[config.mk]
export PLATFORM = sky130hd
export DESIGN_NAME = aluPipeCore
export DESIGN_NICKNAME = d
export VERILOG_FILES = /design/src/logic/rvPkg.sv /design/src/logic/aluPipeCore.sv /design/src/logic/aluStage.sv /design/src/logic/instrDecoder.sv /design/src/logic/regFile.sv
export VERILOG_INCLUDE_DIRS = /design/src /design/src/logic
export SDC_FILE = /design/constraint.sdc
export NUM_CORES = 2
export LEC_CHECK = 0
export BUFFER_PORTS_ARGS = -buffer_cell sky130_fd_sc_hd__clkbuf_2
export CAP_MARGIN = 5
export CELL_PAD_IN_SITES_DETAIL_PLACEMENT = 2
export CELL_PAD_IN_SITES_GLOBAL_PLACEMENT = 2
export CORE_MARGIN = 4
export CORE_UTILIZATION = 46
export DETAILED_ROUTE_END_ITERATION = 8
export PLACE_DENSITY = 0.83
export SYNTH_ARGS = -nofsm -noshare
export SYNTH_HDL_FRONTEND = slang
export SYNTH_HIERARCHICAL = 1
export SYNTH_SLANG_ARGS = --single-unit
[constraint.sdc]
create_clock -name clk -period 40.4 [get_ports clk]
set_input_delay 0 -clock clk [delete_from_list [all_inputs] [get_ports clk]]
set_output_delay 0 -clock clk [all_outputs]
set_load 0.01 [all_outputs]
[src/logic/rv_macros.svh]
`ifndef RV_MACROS_SVH
`define RV_MACROS_SVH

// datapath word width, RV32I integer registers
`define XLEN 32

// architectural register count, x0 included
`define REG_COUNT 32

// bits needed to name one register
`define REG_ADDR_W 5

`endif
[src/logic/rvPkg.sv]
`include "rv_macros.svh"

package rvPkg;

  // major opcodes the core accepts
  localparam logic [6:0] OPC_OP     = 7'b0110011; // register-register
  localparam logic [6:0] OPC_OP_IMM = 7'b0010011; // register-immediate

  // R form of the instruction word, msb first
  typedef struct packed {
    logic [6:0]             funct7;
    logic [`REG_ADDR_W-1:0] rs2;
    logic [`REG_ADDR_W-1:0] rs1;
    logic [2:0]             funct3;
    logic [`REG_ADDR_W-1:0] rd;
    logic [6:0]             opcode;
  } rTypeFields_t;

  // I form, rs2/funct7 slots become the immediate
  typedef struct packed {
    logic [11:0]            imm12;
    logic [`REG_ADDR_W-1:0] rs1;
    logic [2:0]             funct3;
    logic [`REG_ADDR_W-1:0] rd;
    logic [6:0]             opcode;
  } iTypeFields_t;

  // one word, two field layouts
  typedef union packed {
    rTypeFields_t r;
    iTypeFields_t i;
  } instrWord_u;

  typedef enum logic [3:0] {
    ALU_ADD  = 4'd0,
    ALU_SUB  = 4'd1,
    ALU_AND  = 4'd2,
    ALU_OR   = 4'd3,
    ALU_XOR  = 4'd4,
    ALU_SLL  = 4'd5,
    ALU_SRL  = 4'd6,
    ALU_SRA  = 4'd7,
    ALU_SLT  = 4'd8,
    ALU_SLTU = 4'd9
  } aluOp_e;

  // decode to execute, operands already resolved
  typedef struct packed {
    logic                   valid;
    aluOp_e                 aluOp;
    logic [`XLEN-1:0]       operandA;
    logic [`XLEN-1:0]       operandB; // rs2 value or sign-extended imm
    logic [`REG_ADDR_W-1:0] rd;
  } idExBundle_t;

  // result record, also the regfile write port
  typedef struct packed {
    logic                   valid;
    logic [`REG_ADDR_W-1:0] rd;
    logic [`XLEN-1:0]       data;
  } commitBundle_t;

endpackage

[src/logic/aluPipeCore.sv]
`timescale 1ns/1ps
`include "rv_macros.svh"

// decode -> execute -> writeback, no stalls
module aluPipeCore import rvPkg::*; (
  input  logic                   clk,
  input  logic                   rst,

  input  logic                   instrValid_i,
  input  logic [`XLEN-1:0]       instrWord_i,

  output logic                   wbValid_o,
  output logic [`REG_ADDR_W-1:0] wbAddr_o,
  output logic [`XLEN-1:0]       wbData_o,
  output logic [`XLEN-1:0]       dbgReg_o
);

  idExBundle_t            idEx;
  commitBundle_t          exFwd;   // execute result, bypass path
  commitBundle_t          commit;  // writeback
  logic                   re1;
  logic                   re2;
  logic [`REG_ADDR_W-1:0] raddr1;
  logic [`REG_ADDR_W-1:0] raddr2;
  logic [`XLEN-1:0]       rdata1;
  logic [`XLEN-1:0]       rdata2;

  instrDecoder uDecoder (
    .clk          (clk),
    .rst          (rst),
    .instrValid_i (instrValid_i),
    .instrWord_i  (instrWord_i),
    .exFwd_i      (exFwd),
    .re1_o        (re1),
    .raddr1_o     (raddr1),
    .re2_o        (re2),
    .raddr2_o     (raddr2),
    .rdata1_i     (rdata1),
    .rdata2_i     (rdata2),
    .idEx_o       (idEx)
  );

  aluStage uAlu (
    .clk      (clk),
    .rst      (rst),
    .idEx_i   (idEx),
    .exFwd_o  (exFwd),
    .commit_o (commit)
  );

  regFile uRegFile (
    .clk      (clk),
    .rst      (rst),
    .re1_i    (re1),
    .raddr1_i (raddr1),
    .rdata1_o (rdata1),
    .re2_i    (re2),
    .raddr2_i (raddr2),
    .rdata2_o (rdata2),
    .commit_i (commit),
    .dbgReg_o (dbgReg_o)
  );

  // commit record straight out
  assign wbValid_o = commit.valid;
  assign wbAddr_o  = commit.rd;
  assign wbData_o  = commit.data;

endmodule

[src/logic/aluStage.sv]
`timescale 1ns/1ps
`include "rv_macros.svh"

// execute stage, result goes out twice
// exFwd_o is the live result, commit_o the registered one
module aluStage import rvPkg::*; (
  input  logic          clk,
  input  logic          rst,
  input  idExBundle_t   idEx_i,
  output commitBundle_t exFwd_o,  // to decoder bypass
  output commitBundle_t commit_o  // to regFile and core outputs
);

  logic [`XLEN-1:0] opA;
  logic [`XLEN-1:0] opB;
  logic [4:0]       shamt;      // rs2/imm low bits
  logic [`XLEN-1:0] aluResult;
  logic             validQ;
  commitBundle_t    commitQ;    // rd and data, valid from validQ

  assign opA   = idEx_i.operandA;
  assign opB   = idEx_i.operandB;
  assign shamt = opB[4:0];

  always_comb begin
    case (idEx_i.aluOp)
      ALU_ADD:  aluResult = opA + opB;
      ALU_SUB:  aluResult = opA - opB;
      ALU_AND:  aluResult = opA & opB;
      ALU_OR:   aluResult = opA | opB;
      ALU_XOR:  aluResult = opA ^ opB;
      ALU_SLL:  aluResult = opA << shamt;
      ALU_SRL:  aluResult = opA >> shamt;
      ALU_SRA:  aluResult = $unsigned($signed(opA) >>> shamt); // sign fill
      ALU_SLT: begin
        aluResult = {{(`XLEN-1){1'b0}}, ($signed(opA) < $signed(opB))};
      end
      ALU_SLTU: begin
        aluResult = {{(`XLEN-1){1'b0}}, (opA < opB)};
      end
      default:  aluResult = '0; // unused encodings
    endcase
  end

  // combinational copy for the decoder
  assign exFwd_o = '{valid: idEx_i.valid, rd: idEx_i.rd, data: aluResult};

  always_ff @(posedge clk or posedge rst) begin
    if (rst) begin
      validQ <= 1'b0;
    end else begin
      validQ <= idEx_i.valid;
    end
  end

  always_ff @(posedge clk) begin
    commitQ <= exFwd_o;
  end

  always_comb begin
    commit_o       = commitQ;
    commit_o.valid = validQ;
  end

endmodule

[src/logic/instrDecoder.sv]
`timescale 1ns/1ps
`include "rv_macros.svh"

// decode + operand fetch, registers the bundle for execute
module instrDecoder import rvPkg::*; (
  input  logic                   clk,
  input  logic                   rst,

  input  logic                   instrValid_i,
  input  logic [`XLEN-1:0]       instrWord_i,
  input  commitBundle_t          exFwd_i,   // result now in execute

  output logic                   re1_o,
  output logic [`REG_ADDR_W-1:0] raddr1_o,
  output logic                   re2_o,
  output logic [`REG_ADDR_W-1:0] raddr2_o,
  input  logic [`XLEN-1:0]       rdata1_i,
  input  logic [`XLEN-1:0]       rdata2_i,

  output idExBundle_t            idEx_o
);

  instrWord_u       word;
  logic             isRType;
  logic             isIType;
  logic             opLegal;   // opcode and funct fields known
  aluOp_e           opSel;
  logic [`XLEN-1:0] immExt;
  logic [`XLEN-1:0] srcA;
  logic [`XLEN-1:0] srcB;
  logic             fwdA;
  logic             fwdB;
  logic             validD;
  logic             validQ;
  idExBundle_t      bundleD;
  idExBundle_t      bundleQ;   // payload only, valid kept in validQ

  assign word    = instrWord_i;
  assign isRType = (word.r.opcode == OPC_OP);
  assign isIType = (word.i.opcode == OPC_OP_IMM);

  // funct fields to alu op
  always_comb begin
    opSel   = ALU_ADD;
    opLegal = 1'b0;
    if (isRType) begin
      opLegal = 1'b1;
      case ({word.r.funct7, word.r.funct3})
        10'b0000000_000: opSel = ALU_ADD;
        10'b0100000_000: opSel = ALU_SUB;
        10'b0000000_001: opSel = ALU_SLL;
        10'b0000000_010: opSel = ALU_SLT;
        10'b0000000_011: opSel = ALU_SLTU;
        10'b0000000_100: opSel = ALU_XOR;
        10'b0000000_101: opSel = ALU_SRL;
        10'b0100000_101: opSel = ALU_SRA;
        10'b0000000_110: opSel = ALU_OR;
        10'b0000000_111: opSel = ALU_AND;
        default:         opLegal = 1'b0;
      endcase
    end else if (isIType) begin
      opLegal = 1'b1;
      case (word.i.funct3)
        3'b000:  opSel = ALU_ADD;  // addi
        3'b010:  opSel = ALU_SLT;  // slti
        3'b100:  opSel = ALU_XOR;  // xori
        3'b110:  opSel = ALU_OR;   // ori
        3'b111:  opSel = ALU_AND;  // andi
        default: opLegal = 1'b0;   // sltiu and shifts not supported
      endcase
    end
  end

  assign immExt = {{(`XLEN-12){word.i.imm12[11]}}, word.i.imm12};

  // regfile read requests, rs2 only for R form
  assign re1_o    = instrValid_i & (isRType | isIType);
  assign re2_o    = instrValid_i & isRType;
  assign raddr1_o = word.r.rs1;
  assign raddr2_o = word.r.rs2;

  // execute bypass, older writeback case handled inside regFile
  assign fwdA = re1_o && exFwd_i.valid && exFwd_i.rd == raddr1_o && raddr1_o != '0;
  assign fwdB = re2_o && exFwd_i.valid && exFwd_i.rd == raddr2_o && raddr2_o != '0;

  assign srcA = fwdA ? exFwd_i.data : rdata1_i;
  assign srcB = !isRType ? immExt : (fwdB ? exFwd_i.data : rdata2_i);

  // x0 destination or unknown encoding is dropped here
  assign validD  = instrValid_i & opLegal & (word.r.rd != '0);
  assign bundleD = '{valid: validD, aluOp: opSel, operandA: srcA,
                     operandB: srcB, rd: word.r.rd};

  always_ff @(posedge clk or posedge rst) begin
    if (rst) begin
      validQ <= 1'b0;
    end else begin
      validQ <= validD;
    end
  end

  always_ff @(posedge clk) begin
    bundleQ <= bundleD;
  end

  always_comb begin
    idEx_o       = bundleQ;
    idEx_o.valid = validQ;
  end

endmodule

[src/logic/regFile.sv]
`timescale 1ns/1ps
`include "rv_macros.svh"

// 32 words, two async read ports, one clocked write port
// write data is forwarded to the read ports in the same cycle
module regFile import rvPkg::*; (
  input  logic                   clk,
  input  logic                   rst,

  input  logic                   re1_i,    // port 1 enable
  input  logic [`REG_ADDR_W-1:0] raddr1_i,
  output logic [`XLEN-1:0]       rdata1_o,

  input  logic                   re2_i,    // port 2 enable
  input  logic [`REG_ADDR_W-1:0] raddr2_i,
  output logic [`XLEN-1:0]       rdata2_o,

  input  commitBundle_t          commit_i, // writeback
  output logic [`XLEN-1:0]       dbgReg_o  // x1 tap
);

  logic [`XLEN-1:0] regs [`REG_COUNT];

  assign dbgReg_o = regs[1];

  // one read port, shared by both
  function automatic logic [`XLEN-1:0] readPort(
    input logic                   en,
    input logic [`REG_ADDR_W-1:0] addr
  );
    logic [`XLEN-1:0] val;
    if (rst || !en) begin
      val = '0;                 // reset or disabled reads zero
    end else if (addr == '0) begin
      val = '0;                 // x0 hard-wired
    end else if (commit_i.valid && commit_i.rd == addr) begin
      val = commit_i.data;      // bypass from writeback
    end else begin
      val = regs[addr];
    end
    return val;
  endfunction

  always_comb begin
    rdata1_o = readPort(re1_i, raddr1_i);
  end

  always_comb begin
    rdata2_o = readPort(re2_i, raddr2_i);
  end

  // write on the edge after the commit is presented
  always_ff @(posedge clk or posedge rst) begin
    if (rst) begin
      for (int i = 0; i < `REG_COUNT; i++) begin
        regs[i] <= '0;
      end
    end else if (commit_i.valid && commit_i.rd != '0) begin
      regs[commit_i.rd] <= commit_i.data; // x0 never written
    end
  end

endmodule

==> results.toml <==
[status]
outcome = "finished, violations left"
failed_checks = "capacitance limit, slew limit"

[global_route]
antenna_found_initial = 42
grt_use_total_pct = 43.5
grt_pass1_vias = 61128
grt_pass1_wl_um = 489000
grt_max_degree = 163
overflow = 0

[sta]
fin_hold_ws_ps = 119
fin_crit_ps = 5850
rsz0062_at_grt = "no"
slew_viol_final = 35
fin_crit_sh_pct = 14.5
fin_tns_setup_ps = 0
worst_pin_slew_ps = 1510
fin_worst_skew_ps = 52.0
clock.fmax_mhz = 171
fin_ws_ps = 34550
hold_viol = 0
setup_viol = 0
maxSlewHeadroom_pct = -0.638

[finish]
final-seq-area_mm2 = 0.0279
layoutNonFillerInstCount = 7329
syn_to_final_growth_pct = 9.13
final_cell_area_mm2 = 0.0748
num-fill-cells = 13593
layout-drive-gt1-share_pct = 38.6
multi_input_area_mm2 = 0.0374
final_util_pct = 50.6
final_nets = 5405

[job]
drv_cap = 1

[routing]
drc = 0
viasPerCell = 8.12
drt_wl_total_um = 367000
wl_per_cell_um = 50.1
first_pass_iters = 8
drtAntennaViolNets = 0
met1_length_um = 126000
wl_met3_um = 46500
drt_iter0_drc = 8708
dr.max_layer_used = "met5"
vias = 59481
wl_met2_um = 158000

[yosys]
synth_area_mm2 = 0.0686
yosys.area.top_type = "dfrtp_1"
synthAdderAreaFrac_pct = 1.85
synthFlopType = "dfrtp_1"
synthArstFlopShare_pct = 90.3
synth_cells = 5486
yosysWarnings = 6
yosysMostFrequentCell = "dfrtp_1"
synth_top_area_share_pct = 37.5
syn_area_per_cell_um2 = 12.5
synth_edf_count = 0
synth_top_family_by_area = "multiplexers"
synthTopCellsByCount = "dfrtp_1, mux2_2, mux4_2"
synth_compound_area_share_pct = 9.64
synth.distinct_cells = 106
post_synth_main_area_contributors = "dfrtp_1, mux2_2, mux4_2"
synth_fp_nets = 5621
yosysSeqAreaShare_pct = 40.7
ys_seq_elements = 1136
synthSimpleGateAreaFrac_pct = 5.08
synth_mux_area_share_pct = 37.0
synth_xor_area_share_pct = 0.562

[placement]
dp.cells = 7030
place_area_mm2 = 0.0698
io_buffers = 104
post-place-ws_ps = 35100
hpwl_um = 192000
gp_congestion = 1.00

[power_and_ir_drop]
ir_drop_uv = 45.4
power.leakage_nw = 33.7
p_per_area_mw_per_mm2 = 36.9
p_total_mw = 2.76

[critical_path]
endpoint_kind = "asynchronous set/reset pin"
critPathMostFrequentCell = "buf_4"
crit_buf_inv = 9
cp.required_ps = 41180
worstSetupStartpointType = "primary input"
crit_family = "buffers and inverters"
critPathArrivalTime_ps = 6630
cp_cell_sequence = "dlygate4sd3_1 > clkbuf_2 > dlygate4sd3_1 > inv_8 > buf_4 > buf_4 > buf_4 > buf_4 > buf_4"
cpPeakStageDelay_ps = 970
crit_slowest_cell = "buf_4"
critPathKind = "primary input to asynchronous set/reset pin"
path_max_fanout = 111

[cts]
clk_latency_ps = 840
root_buffer = "clkbuf_16"
clock-sinks = 1136
htreeDepth = 4
hold_buffers = 33
cts-buffers-inserted = 134
cts_tree = "done"
cts_setup_buffers = 0
ctsResizeCount = 0
cts.clk_slew.worst_paths_ps = 60
clk_path_buf_depth = 3

[floorplanning]
coreArea_mm2 = 0.148
die_w_um = 394
initial_core_util_pct = 46.4
fp-row-count = 141
pin_count = 105
design.die.area_mm2 = 0.155
die-height_um = 394

[min_path]
hold_path.class = "primary input to flop"
==> report_power, final <==
| part | internal, mW | total (mW) | leakage, nW | switching (mW) |
|---|---|---|---|---|
| clock | 0.746 | 1.34 | 2.23 | 0.591 |
| sequential | 1.15 | 1.17 | 15.2 | 0.0195 |
| combinational | 0.0691 | 0.258 | 16.2 | 0.188 |
| total | 1.96 | 2.76 | 33.7 | 0.799 |
==> routing by layer <==
| layer | track usage [%] | vias up |
|---|---|---|
| met1 | 52.3 | 30705 |
| li1 | - | 20549 |
| met2 | 65.4 | 5858 |
| met4 | 31.9 | 30 |
| met5 | 0.277 | - |
| met3 | 14.4 | 2339 |
==> registers in the layout (all words and copies together) (netlist names) <==
name and count:
uAlu/commit_o 37, uRegFile/dbgReg_o 32, uRegFile/regs 992, uDecoder/validQ 1, uAlu/validQ 1, uDecoder/idEx_o 73
==> kinds of logic after synthesis <==
family,after synthesis
muxes,1852
DFF,1136
AOI/OAI and AO/OA,899
buffers and inverters,748
and+or+nand+nor,707
adders and majority gates,100
xor gates and xnor gates,44
==> final timing paths <==
| path | startpoint | end | slack [ps] | depth (start not counted) |
|---|---|---|---|---|
| max | rst | uRegFile/regs[328]$_DFFE_PP0P_ | 34550 | 9 |
| min | instrWord_i[5] | uDecoder/idEx_o[69]$_DFF_P_ | 120 | 5 |
| max reg2reg | uDecoder/idEx_o[8]$_DFF_P_ | uDecoder/idEx_o[32]$_DFF_P_ | 34950 | 17 |
| min reg2reg | uRegFile/regs[1023]$_DFFE_PP0P_ | uRegFile/regs[1023]$_DFFE_PP0P_ | 400 | 0 |
| max in group clk | uDecoder/idEx_o[8]$_DFF_P_ | uDecoder/idEx_o[32]$_DFF_P_ | 34950 | 17 |
| min in group asynchronous | rst | uAlu/validQ$_DFF_PP0_ | 270 | 4 |
==> tightest hold or removal path, cell delays in order <==
cell	delay [ps]
clkbuf_2	200
inv_1	290
a31o_2	210
nand4_1	100
o21ai_0	80
==> area by class of cell <==
class / instances / area share (%)
Timing Repair Buffer: 288 / 2.82
Multi-Input combinational cell: 3602 / 50.0
Inverter: 108 / 0.552
Clock inverter: 49 / 0.911
Clock buffer: 194 / 5.18
Tap cell: 1930 / 3.23
Sequential cell: 1136 / 37.3
Antenna cell: 22 / 0.0736
==> placed cells by master (no fill, tap or decap), types with 17 or more instances in the layout <==
| master | count |
|---|---|
| nor2_1 | 188 |
| nor4_1 | 47 |
| a22oi_1 | 70 |
| diode_2 | 22 |
| nand3_1 | 21 |
| nand2_1 | 161 |
| mux2_2 | 1018 |
| a31oi_1 | 48 |
| a32o_1 | 32 |
| a21oi_1 | 131 |
| nand4_1 | 43 |
| o41ai_2 | 31 |
| dfxtp_1 | 104 |
| mux4_2 | 439 |
| a21o_1 | 17 |
| clkbuf_16 | 134 |
| clkbuf_1 | 30 |
| o21ai_1 | 27 |
| a211oi_1 | 63 |
| nor2b_1 | 50 |
| clkbuf_2 | 97 |
| o22ai_1 | 140 |
| ha_1 | 98 |
| dfrtp_1 | 1026 |
| mux2_1 | 25 |
| buf_4 | 147 |
| o211ai_1 | 55 |
| o221a_2 | 21 |
| dlygate4sd3_1 | 33 |
| o221ai_1 | 32 |
| nand2_2 | 17 |
| clkinv_2 | 18 |
| mux2i_1 | 367 |
| clkbuf_8 | 32 |
| nor3_1 | 63 |
| o21ai_0 | 93 |
| xnor2_1 | 28 |
| inv_1 | 100 |
Power figures use the tool's default switching activity.
